File: config.mk
export PLATFORM = sky130hd
export DESIGN_NAME = riscv_pipeline_core
export DESIGN_NICKNAME = d
export VERILOG_FILES = /design/src/core_pkg.sv /design/src/decode_control.sv /design/src/execute_stage.sv /design/src/fetch_stage.sv /design/src/hazard_unit.sv /design/src/register_file.sv /design/src/riscv_pipeline_core.sv
export SDC_FILE = /design/constraint.sdc
export NUM_CORES = 2
export LEC_CHECK = 0
export BUFFER_PORTS_ARGS = -buffer_cell sky130_fd_sc_hd__buf_2
export CORE_ASPECT_RATIO = 1.2
export CORE_MARGIN = 8
export CORE_UTILIZATION = 40
export CTS_CLUSTER_DIAMETER = 50
export DETAILED_ROUTE_END_ITERATION = 7
export PLACE_DENSITY_LB_ADDON = 0.25
export SLEW_MARGIN = 40
export SYNTH_ARGS = -nofsm -noshare
export SYNTH_HDL_FRONTEND = slang
export SYNTH_HIERARCHICAL = 1
export SYNTH_SLANG_ARGS = --single-unit
File: constraint.sdc
create_clock -name clk -period 10.2 [get_ports clk]
set_input_delay 2.04 -clock clk [delete_from_list [all_inputs] [get_ports clk]]
set_output_delay 2.04 -clock clk [all_outputs]
set_load 0.02 [all_outputs]
File: src/core_pkg.sv
package core_pkg;

    // Data width fixed by the RV32 base ISA
    localparam int xlen = 32;

    typedef logic [xlen-1:0] word_t;
    typedef logic [4:0]      reg_addr_t;

    // Major opcodes of the supported subset
    typedef enum logic [6:0] {
        op_rtype  = 7'b0110011,
        op_itype  = 7'b0010011,
        op_load   = 7'b0000011,
        op_store  = 7'b0100011,
        op_branch = 7'b1100011
    } opcode_e;

    typedef enum logic [3:0] {
        alu_add = 4'd0,
        alu_sub = 4'd1,
        alu_and = 4'd2,
        alu_or  = 4'd3,
        alu_xor = 4'd4,
        alu_slt = 4'd5,
        alu_sll = 4'd6,
        alu_srl = 4'd7
    } alu_op_e;

    // Operand source in execute
    typedef enum logic [1:0] {
        fwd_none = 2'd0,
        fwd_mem  = 2'd1,
        fwd_wb   = 2'd2
    } fwd_sel_e;

    typedef struct packed {
        logic    reg_write;
        logic    mem_read;
        logic    mem_write;
        logic    mem_to_reg;
        logic    alu_src;
        logic    branch;
        alu_op_e alu_op;
    } ctrl_t;

    typedef struct packed {
        ctrl_t      ctrl;
        word_t      pc;
        word_t      rs1_data;
        word_t      rs2_data;
        word_t      imm;
        reg_addr_t  rs1;
        reg_addr_t  rs2;
        reg_addr_t  rd;
        logic [2:0] funct3;
    } id_ex_t;

    typedef struct packed {
        ctrl_t     ctrl;
        word_t     alu_result;
        word_t     store_data;
        reg_addr_t rd;
    } ex_mem_t;

    typedef struct packed {
        logic      reg_write;
        logic      mem_to_reg;
        word_t     alu_result;
        word_t     load_data;
        reg_addr_t rd;
    } mem_wb_t;

    // Data port request, sampled by the memory on the rising edge
    typedef struct packed {
        logic  write;
        logic  read;
        word_t addr;
        word_t wdata;
    } dmem_req_t;

endpackage

File: src/decode_control.sv
`timescale 1ns/100ps

module decode_control import core_pkg::*; (
    input  word_t      instr,
    output ctrl_t      ctrl,
    output word_t      imm,
    output reg_addr_t  rs1,
    output reg_addr_t  rs2,
    output reg_addr_t  rd,
    output logic [2:0] funct3
);

    opcode_e opcode;

    assign opcode = opcode_e'(instr[6:0]);
    assign rs1    = instr[19:15];
    assign rs2    = instr[24:20];
    assign rd     = instr[11:7];
    assign funct3 = instr[14:12];

    // ALU controller, sub only reachable from register-register ops
    function automatic alu_op_e funct_to_alu(input logic [2:0] f3, input logic sub);
        case (f3)
            3'b000:  return sub ? alu_sub : alu_add;
            3'b001:  return alu_sll;
            3'b010:  return alu_slt;
            3'b100:  return alu_xor;
            3'b101:  return alu_srl;
            3'b110:  return alu_or;
            3'b111:  return alu_and;
            default: return alu_add;
        endcase
    endfunction

    // Main controller
    always_comb begin
        ctrl = '0;
        case (opcode)
            op_rtype: begin
                ctrl.reg_write = 1'b1;
                ctrl.alu_op    = funct_to_alu(instr[14:12], instr[30]);
            end
            op_itype: begin
                ctrl.reg_write = 1'b1;
                ctrl.alu_src   = 1'b1;
                ctrl.alu_op    = funct_to_alu(instr[14:12], 1'b0);
            end
            op_load: begin
                ctrl.reg_write  = 1'b1;
                ctrl.mem_read   = 1'b1;
                ctrl.mem_to_reg = 1'b1;
                ctrl.alu_src    = 1'b1;
                ctrl.alu_op     = alu_add;
            end
            op_store: begin
                ctrl.mem_write = 1'b1;
                ctrl.alu_src   = 1'b1;
                ctrl.alu_op    = alu_add;
            end
            op_branch: begin
                ctrl.branch = 1'b1;
                ctrl.alu_op = alu_sub;
            end
            default: ctrl = '0;
        endcase
    end

    // Immediate generator
    always_comb begin
        case (opcode)
            op_itype, op_load: imm = {{20{instr[31]}}, instr[31:20]};
            op_store:          imm = {{20{instr[31]}}, instr[31:25], instr[11:7]};
            op_branch: begin
                imm = {{19{instr[31]}}, instr[31], instr[7], instr[30:25], instr[11:8], 1'b0};
            end
            default:           imm = '0;
        endcase
    end

endmodule

File: src/execute_stage.sv
`timescale 1ns/100ps

module execute_stage import core_pkg::*; (
    input  id_ex_t   id_ex,
    input  fwd_sel_e fwd_a,
    input  fwd_sel_e fwd_b,
    input  word_t    mem_result,
    input  word_t    wb_result,
    output word_t    alu_result,
    output word_t    store_data,
    output logic     branch_taken,
    output word_t    branch_target
);

    localparam logic [2:0] funct3_beq = 3'b000;
    localparam logic [2:0] funct3_bne = 3'b001;

    word_t op_a;
    word_t op_b;
    word_t alu_in_b;
    logic  zero;

    function automatic word_t fwd_mux(input fwd_sel_e sel, input word_t reg_value);
        case (sel)
            fwd_mem: return mem_result;
            fwd_wb:  return wb_result;
            default: return reg_value;
        endcase
    endfunction

    assign op_a = fwd_mux(fwd_a, id_ex.rs1_data);
    assign op_b = fwd_mux(fwd_b, id_ex.rs2_data);

    // Stores write the forwarded rs2, not the immediate
    assign store_data = op_b;
    assign alu_in_b   = id_ex.ctrl.alu_src ? id_ex.imm : op_b;

    always_comb begin
        case (id_ex.ctrl.alu_op)
            alu_add: alu_result = op_a + alu_in_b;
            alu_sub: alu_result = op_a - alu_in_b;
            alu_and: alu_result = op_a & alu_in_b;
            alu_or:  alu_result = op_a | alu_in_b;
            alu_xor: alu_result = op_a ^ alu_in_b;
            alu_slt: begin
                alu_result = {{(xlen-1){1'b0}}, $signed(op_a) < $signed(alu_in_b)};
            end
            alu_sll: alu_result = op_a << alu_in_b[4:0];
            alu_srl: alu_result = op_a >> alu_in_b[4:0];
            default: alu_result = op_a + alu_in_b;
        endcase
    end

    assign zero = (alu_result == '0);

    // Branch decision on the subtract result
    always_comb begin
        branch_taken = 1'b0;
        if (id_ex.ctrl.branch) begin
            case (id_ex.funct3)
                funct3_beq: branch_taken = zero;
                funct3_bne: branch_taken = !zero;
                default:    branch_taken = 1'b0;
            endcase
        end
    end

    assign branch_target = id_ex.pc + id_ex.imm;

endmodule

File: src/fetch_stage.sv
`timescale 1ns/100ps

module fetch_stage import core_pkg::*; #(
    parameter word_t reset_pc = '0
) (
    input  logic  clk,
    input  logic  reset,
    input  logic  stall,
    input  logic  branch_taken,
    input  word_t branch_target,
    output word_t imem_addr,
    input  word_t imem_data,
    output word_t id_pc,
    output word_t id_instr
);

    // addi x0, x0, 0
    localparam word_t nop_instr = 32'h0000_0013;

    word_t pc;
    word_t pc_plus4;
    word_t pc_next;

    assign pc_plus4  = pc + 32'd4;
    assign imem_addr = pc;

    // Taken branch wins, a stall holds the current address
    always_comb begin
        if (branch_taken) begin
            pc_next = branch_target;
        end else if (stall) begin
            pc_next = pc;
        end else begin
            pc_next = pc_plus4;
        end
    end

    always_ff @(posedge clk) begin
        if (reset) begin
            pc <= reset_pc;
        end else begin
            pc <= pc_next;
        end
    end

    // Fetch-to-decode register
    always_ff @(posedge clk) begin
        if (reset || branch_taken) begin
            id_instr <= nop_instr;
        end else if (!stall) begin
            id_instr <= imem_data;
        end
        if (!stall) begin
            id_pc <= pc;
        end
    end

endmodule

File: src/hazard_unit.sv
`timescale 1ns/100ps

module hazard_unit import core_pkg::*; (
    input  reg_addr_t id_rs1,
    input  reg_addr_t id_rs2,
    input  id_ex_t    id_ex,
    input  ex_mem_t   ex_mem,
    input  mem_wb_t   mem_wb,
    output logic      stall,
    output fwd_sel_e  fwd_a,
    output fwd_sel_e  fwd_b
);

    logic load_in_ex;

    // Load in execute whose result decode needs next cycle
    assign load_in_ex = id_ex.ctrl.mem_read && id_ex.rd != 5'd0;
    assign stall = load_in_ex && (id_ex.rd == id_rs1 || id_ex.rd == id_rs2);

    // Youngest producer wins
    function automatic fwd_sel_e fwd_select(input reg_addr_t rs);
        if (rs == 5'd0) begin
            return fwd_none;
        end else if (ex_mem.ctrl.reg_write && ex_mem.rd == rs) begin
            return fwd_mem;
        end else if (mem_wb.reg_write && mem_wb.rd == rs) begin
            return fwd_wb;
        end
        return fwd_none;
    endfunction

    assign fwd_a = fwd_select(id_ex.rs1);
    assign fwd_b = fwd_select(id_ex.rs2);

endmodule

File: src/register_file.sv
`timescale 1ns/100ps

module register_file import core_pkg::*; (
    input  logic      clk,
    input  reg_addr_t rs1,
    input  reg_addr_t rs2,
    input  reg_addr_t rd,
    input  logic      rd_write,
    input  word_t     rd_data,
    output word_t     rs1_data,
    output word_t     rs2_data
);

    // x0 has no storage
    word_t regs [1:31];

    always_ff @(posedge clk) begin
        if (rd_write && rd != 5'd0) begin
            regs[rd] <= rd_data;
        end
    end

    // Write-through so decode sees the value retiring this cycle
    function automatic word_t read_port(input reg_addr_t addr);
        if (addr == 5'd0) begin
            return '0;
        end else if (rd_write && rd == addr) begin
            return rd_data;
        end
        return regs[addr];
    endfunction

    assign rs1_data = read_port(rs1);
    assign rs2_data = read_port(rs2);

endmodule

File: src/riscv_pipeline_core.sv
`timescale 1ns/100ps

module riscv_pipeline_core import core_pkg::*; #(
    parameter word_t reset_pc = '0
) (
    input  logic      clk,
    input  logic      reset,
    output word_t     imem_addr,
    input  word_t     imem_data,
    output dmem_req_t dmem_req,
    input  word_t     dmem_rdata
);

    // Decode stage
    word_t      id_pc;
    word_t      id_instr;
    ctrl_t      id_ctrl;
    word_t      id_imm;
    reg_addr_t  id_rs1;
    reg_addr_t  id_rs2;
    reg_addr_t  id_rd;
    logic [2:0] id_funct3;
    word_t      rs1_data;
    word_t      rs2_data;

    // Stage registers
    id_ex_t  id_ex;
    ex_mem_t ex_mem;
    mem_wb_t mem_wb;

    // Execute stage and hazards
    logic     stall;
    fwd_sel_e fwd_a;
    fwd_sel_e fwd_b;
    word_t    alu_result;
    word_t    store_data;
    logic     branch_taken;
    word_t    branch_target;
    word_t    wb_result;

    fetch_stage #(
        .reset_pc (reset_pc)
    ) i_fetch (
        .clk           (clk),
        .reset         (reset),
        .stall         (stall),
        .branch_taken  (branch_taken),
        .branch_target (branch_target),
        .imem_addr     (imem_addr),
        .imem_data     (imem_data),
        .id_pc         (id_pc),
        .id_instr      (id_instr)
    );

    decode_control i_decode (
        .instr  (id_instr),
        .ctrl   (id_ctrl),
        .imm    (id_imm),
        .rs1    (id_rs1),
        .rs2    (id_rs2),
        .rd     (id_rd),
        .funct3 (id_funct3)
    );

    register_file i_regs (
        .clk      (clk),
        .rs1      (id_rs1),
        .rs2      (id_rs2),
        .rd       (mem_wb.rd),
        .rd_write (mem_wb.reg_write),
        .rd_data  (wb_result),
        .rs1_data (rs1_data),
        .rs2_data (rs2_data)
    );

    hazard_unit i_hazard (
        .id_rs1 (id_rs1),
        .id_rs2 (id_rs2),
        .id_ex  (id_ex),
        .ex_mem (ex_mem),
        .mem_wb (mem_wb),
        .stall  (stall),
        .fwd_a  (fwd_a),
        .fwd_b  (fwd_b)
    );

    execute_stage i_execute (
        .id_ex         (id_ex),
        .fwd_a         (fwd_a),
        .fwd_b         (fwd_b),
        .mem_result    (ex_mem.alu_result),
        .wb_result     (wb_result),
        .alu_result    (alu_result),
        .store_data    (store_data),
        .branch_taken  (branch_taken),
        .branch_target (branch_target)
    );

    // Decode to execute, a stall or taken branch inserts a bubble
    always_ff @(posedge clk) begin
        id_ex <= '{ctrl: id_ctrl, pc: id_pc, rs1_data: rs1_data, rs2_data: rs2_data,
                   imm: id_imm, rs1: id_rs1, rs2: id_rs2, rd: id_rd, funct3: id_funct3};
        if (reset || stall || branch_taken) begin
            id_ex.ctrl <= '0;
        end
    end

    // Execute to memory
    always_ff @(posedge clk) begin
        if (reset) begin
            ex_mem.ctrl <= '0;
        end else begin
            ex_mem.ctrl <= id_ex.ctrl;
        end
        ex_mem.alu_result <= alu_result;
        ex_mem.store_data <= store_data;
        ex_mem.rd         <= id_ex.rd;
    end

    assign dmem_req = '{write: ex_mem.ctrl.mem_write, read: ex_mem.ctrl.mem_read,
                        addr: ex_mem.alu_result, wdata: ex_mem.store_data};

    // Memory to write-back
    always_ff @(posedge clk) begin
        if (reset) begin
            mem_wb.reg_write  <= 1'b0;
            mem_wb.mem_to_reg <= 1'b0;
        end else begin
            mem_wb.reg_write  <= ex_mem.ctrl.reg_write;
            mem_wb.mem_to_reg <= ex_mem.ctrl.mem_to_reg;
        end
        mem_wb.alu_result <= ex_mem.alu_result;
        mem_wb.load_data  <= dmem_rdata;
        mem_wb.rd         <= ex_mem.rd;
    end

    assign wb_result = mem_wb.mem_to_reg ? mem_wb.load_data : mem_wb.alu_result;

endmodule
Word level (Yosys, flattened, before mapping) --
Memories as Yosys holds them, arrays and structs flattened. A register that Yosys moved wholly into a read port is not among the register bits. Index checks and enable logic that the tools add are counted.
Operators by class: add/sub/neg operators 4, $mul 0, div/mod/pow operators 0, order comparisons 1, equality and inequality tests 32, shifts and indexed selects 2, mux-type cells 49, bitwise logic cells 3, reductions and logical operators 26
Operator list (count):
- $mux W32 | 10
- $pmux W32 S7 | 1
- $pmux W32 S2 | 2
- $pmux W32 S3 | 1
- $add A32 B32 Y32 | 2
- $eq A5 B5 Y1 | 8
- $add A32 B3 Y32 const B | 1
- $and A32 B32 Y32 | 1
- $logic_not A32 Y1 | 1
- $lt A32 B32 Y1 | 1
- $or A32 B32 Y32 | 1
- $shl A32 B5 Y32 | 1
- $shr A32 B5 Y32 | 1
- $sub A32 B32 Y32 | 1
- $xor A32 B32 Y32 | 1
- $pmux W4 S7 | 1
- $logic_not A5 Y1 | 4
- $mux W5 | 4
- $mux W1 | 19
- $pmux W3 S6 | 1
- $eq A4 B3 Y1 const B | 4
- $mux W2 | 8
- $eq A7 B6 Y1 const B | 2
- $eq A3 B3 Y1 const B | 4
- 19 further kinds | 37
Word-level totals: flip-flop bits (word level) 394, bits in latches 0, memory bits (writable) 992, bits in read-only memories 0, bits of input ports 66, output and inout port bits 98, memories 1
Memory list:
- i_regs.regs | depth 31, width 32, read ports 2, clocked after memory_dff 2, write ports 1, RTL line register_file.sv:15 | word_t regs [1:31];

Longest topological paths before layout --
depth in word-level cells 17, mapped depth 36

By module --
Netlist, hierarchy kept.
By module, submodules not included:
- register_file | times used 1, cells each 2536, area each 46390.7 um^2, seq. area each 29788.6 um^2
- execute_stage | times used 1, cells each 1822, area each 11908.9 um^2, seq. area each 0.0 um^2
- riscv_pipeline_core | times used 1, cells each 434, area each 7347.0 um^2, seq. area each 6125.9 um^2
- fetch_stage | times used 1, cells each 381, area each 4001.3 um^2, seq. area each 2242.2 um^2
- decode_control | times used 1, cells each 88, area each 598.1 um^2, seq. area each 0.0 um^2
- hazard_unit | times used 1, cells each 53, area each 412.9 um^2, seq. area each 0.0 um^2

Least setup slack after synthesis --
OpenSTA, ideal clock, no wires.
path type register to register, start reg id_ex[9] (netlist name), end reg i_fetch.pc[25] (netlist: i_fetch/imem_addr[25]), data arrival time 7032 ps, slack 3056 ps, stages on the path, launching flop included 33, clock period less this slack 7144 ps, cell sequence dfxtp_1 -> or4_4 -> nor2_4 -> nor2_1 -> and4_1 -> ha_1 -> buf_6 -> or2_4 -> o221ai_4 -> inv_2 -> buf_4 -> buf_4 -> buf_2 -> ha_1 -> inv_1 -> fa_1 -> a211oi_1 -> o21ai_1 -> and3_1 -> o31a_1 -> o21a_1 -> o31a_1 -> a311oi_1 -> o21ba_1 -> a31oi_1 -> nor4_1 -> nand2_1 -> o31ai_1 -> clkbuf_1 -> buf_1 -> nor2_1 -> o21a_1 -> a2111oi_1
Between the ends: cells in the longest elaborated chain, start to end 16, elaborated cells between the ends (all ways) 30, those cells by class add/sub (2); order compare (1); eq/ne (5); shift (2); mux (12); bitwise (3); reduce/logical (5)
Ends and longest elaborated chain:
- $eq A5 B5 Y1 | RTL line hazard_unit.sv:26 | end else if (mem_wb.reg_write && mem_wb.rd == rs) begin
- $logic_and A1 B1 Y1 | RTL line hazard_unit.sv:26
- $mux W1 | RTL line hazard_unit.sv:26
- $mux W1 | RTL line hazard_unit.sv:24 | end else if (ex_mem.ctrl.reg_write && ex_mem.rd == rs) begin
- $mux W1 | RTL line hazard_unit.sv:22 | if (rs == 5'd0) begin
- $mux W2 (*) | RTL line hazard_unit.sv:29 | return fwd_none;
- via fwd_b[1] | RTL line riscv_pipeline_core.sv:34 | fwd_sel_e fwd_b;
- $eq A2 B2 Y1 / $eq A2 B1 Y1 (equally long branches) | RTL line execute_stage.sv:24 | case (sel)
- (+3 left out)
- $pmux W32 S7 (*) | RTL line execute_stage.sv:39 | case (id_ex.ctrl.alu_op)
- via alu_result[28] | RTL line riscv_pipeline_core.sv:35 | word_t alu_result;
- $logic_not A32 Y1 (*) | RTL line execute_stage.sv:54 | assign zero = (alu_result == '0);
- $logic_not A1 Y1 | RTL line execute_stage.sv:62 | funct3_bne: branch_taken = !zero;
- $pmux W1 S2 (*) | RTL line execute_stage.sv:60 | case (id_ex.funct3)
- $mux W1 (*) | RTL line execute_stage.sv:59 | if (id_ex.ctrl.branch) begin
- via branch_taken | RTL line riscv_pipeline_core.sv:37 | logic branch_taken;
- $ne A2 B2 Y1 (no line) / $mux W32 (equally long branches)
- end signal, assigned | RTL line fetch_stage.sv:40 | pc <= reset_pc;
- end signal, assigned | RTL line fetch_stage.sv:42 | pc <= pc_next;
- end, declared | RTL line fetch_stage.sv:20 | word_t pc;
The timed path passes the listed nets; every way through them passes the cells marked *. A chain may end at the register's enable or synchronous reset.

Final worst setup path --
start reg id_ex[9] (netlist name), end reg i_fetch.id_instr[19]
Between the ends: cells in the longest elaborated chain, start to end 16, elaborated cells between the ends (all ways) 29, those cells by class add/sub (2); order compare (1); eq/ne (4); shift (2); mux (11); bitwise (3); reduce/logical (6)
Ends and longest elaborated chain:
- $eq A5 B5 Y1 | RTL line hazard_unit.sv:26
- $logic_and A1 B1 Y1 | RTL line hazard_unit.sv:26
- $mux W1 | RTL line hazard_unit.sv:26
- $mux W1 | RTL line hazard_unit.sv:24
- $mux W1 | RTL line hazard_unit.sv:22
- $mux W2 (*) | RTL line hazard_unit.sv:29
- via fwd_b[1] | RTL line riscv_pipeline_core.sv:34
- $eq A2 B2 Y1 / $eq A2 B1 Y1 (equally long branches) | RTL line execute_stage.sv:24
- (+3 left out)
- $pmux W32 S7 (*) | RTL line execute_stage.sv:39
- via alu_result[4] | RTL line riscv_pipeline_core.sv:35
- $logic_not A32 Y1 (*) | RTL line execute_stage.sv:54
- $logic_not A1 Y1 | RTL line execute_stage.sv:62
- $pmux W1 S2 (*) | RTL line execute_stage.sv:60
- $mux W1 (*) | RTL line execute_stage.sv:59
- via branch_taken | RTL line riscv_pipeline_core.sv:37
- $logic_or A1 B1 Y1 (*) | RTL line fetch_stage.sv:48 | if (reset || branch_taken) begin
- end signal, assigned | RTL line fetch_stage.sv:49 | id_instr <= nop_instr;
- end signal, assigned | RTL line fetch_stage.sv:51 | id_instr <= imem_data;
- end, declared | RTL line fetch_stage.sv:14 | output word_t id_instr
Marks and branches as above.

==> reports/qor.csv <==
metric,value,unit
r2r-end,i_fetch/id_instr[19],
wire_per_inst,34.4,um
die_w,399,um
ios,164,
synthCells,5302,
setup_tns,0,ns
worstPathMaxFanout,34,
slew_headroom,33.3,%
synth.avg_cell_area,13.3,um^2
finClkSkew,0.0309,ns
totalWireLength,266000,um
timing.critical_path.to,i_fetch/id_instr[19],
syn_nets,5504,
critPathKind,reg -> reg,
min_period,8.55,ns
hold_class,reg -> reg,
endpoint_kind,flip-flop,
leakagePower,26.7,nW
grt_usage,27.2,%
dieArea,190000,um^2
cp-start-kind,flip-flop,
cts_made_buffers,151,
core_area,176000,um^2
slew_viol_final,0,
clkLatencyLatePin,0.83,ns
initial_core_util,40.1,%
grt_pass1_vias,49700,
clkTransAtPathRegs,0.06,ns
clock_sinks,1388,
drc,0,
grt_overflow_total,0,
cts_resized,0,
worst_pin_slew,0.990,ns
p_per_area,208,nW/um^2
grt_max_degree,104,
fmax,0.117,GHz
r2r_cells,28,
rrSetupSlack,1.66,ns
max_cap_viol_count,0,
drive_gt1_share,21.1,%
place_hpwl,173000,um
ir_worst_vdd,0.143,mV
ant_nets,0,
nets,5497,
area_growth,11.4,%
yosys_warnings,6,
root_buffer,clkbuf_16,
finalSetupViolCount,0,
hold_viol_final,0,
rsz0062_at_grt,false,
post_cts_buffers,0,
antenna_found_initial,18,
slowest_stage,ha_2,
drtIter0Drc,5963,
required,10.87,ns
grt_pass1_wl,372000,um
dpl_cell_area,73400,um^2
r2r_start,id_ex[9],
critical_path_arrival,9.22,ns
cts_tree,done,
worst_path_most_repeated_cell,nor2_1,
port-buffer-count,163,
status,"complete, no violations",
rows,169,
place_congestion,1.03,
hold_ws,0.334,ns
cts_hold_buf,0,
syn_area,70500,um^2
vias,50000,
crit_start,id_ex[9],
fin_util,44.7,%
cts_buffer_depth,3,
slowest_delay,0.77,ns
stdcell_area,78600,um^2
vias_per_cell,6.47,
fin_crit_sh,83.8,%
dr.pass1.iters,6,
htreeDepth,4,
die_y,476,um
## worst min-delay path by stage
stage,startpoint,end,slack (ns),depth (start not counted)
detailed placement,i_fetch/id_pc[7],id_ex[121],0.33,0
global route,i_fetch/id_pc[12],id_ex[126],0.35,0
CTS,i_fetch/id_pc[17],id_ex[131],0.34,0
finish,i_fetch/id_pc[21],id_ex[135],0.33,0
global placement,i_fetch/id_pc[21],id_ex[135],0.32,0
floorplan,i_fetch/id_pc[0],id_ex[114],0.32,0
## registers in the layout, indices dropped and copies added (netlist names)
name / count
i_regs/regs: 992
id_ex: 156
mem_wb: 71
dmem_req: 66
i_fetch/id_instr: 32
i_fetch/id_pc: 32
i_fetch/imem_addr: 32
ex_mem: 7
## worst max-delay path: cells and delay by family (launching register included)
family / cells / cell delay, ns
flip-flops: 1 / 0.34
buffers and inverters: 4 / 0.89
AND/OR/NAND/NOR: 13 / 3.45
AO/OA/AOI/OAI: 8 / 2.18
adder cells (fa/ha/maj): 3 / 1.50
## per-stage QoR
stage	cells	power [mW]	setup WS, ns
CTS	7725	16.3	1.74
global route	7727	16.8	1.10
detailed placement	7448	10.7	1.75
floorplan	5302	9.32	3.06
global placement	7443	10.7	1.53
finish	7732	16.3	1.66
## layout make-up
type                       count  area, um^2
antenna                        5        12.5
inverter                     164         618
multi-input combinational   3267       29600
clock inverter                98        1110
sequential                  1388       38100
tap                         2308        2890
clock buffer                 179        4050
timing repair buffer         323        2210
fill                       15800       97400
## layer usage
layer	up-vias	share of wire (%)	GRT usage, %
li1	21000	-	-
met1	25600	36	32.6
met2	2672	49	45.9
met3	743	8.1	4.95
met4	6	6.9	16.0
met5	-	0.014	0
## layout by cell type, fill, tap and decap left out, types with 84 or more instances in the layout
cell,n
edfxtp_1,1024
a221oi_1,99
buf_2,163
a21oi_1,236
nand3_1,96
dfxtp_1,353
ha_1,131
buf_4,138
a211oi_1,98
inv_1,155
o21ai_0,127
o22ai_1,84
mux4_2,381
nand2_1,178
nor2_1,331
mux2i_1,352
clkbuf_16,156
a22oi_1,111
## power by group
| part | switching [mW] | internal (mW) |
|---|---|---|
| logic | 2.52 | 0.990 |
| clock network | 2.49 | 3.16 |
| registers | 0.307 | 6.86 |
| total | 5.32 | 11.0 |
No activity file was read; power rests on OpenSTA's default activity.
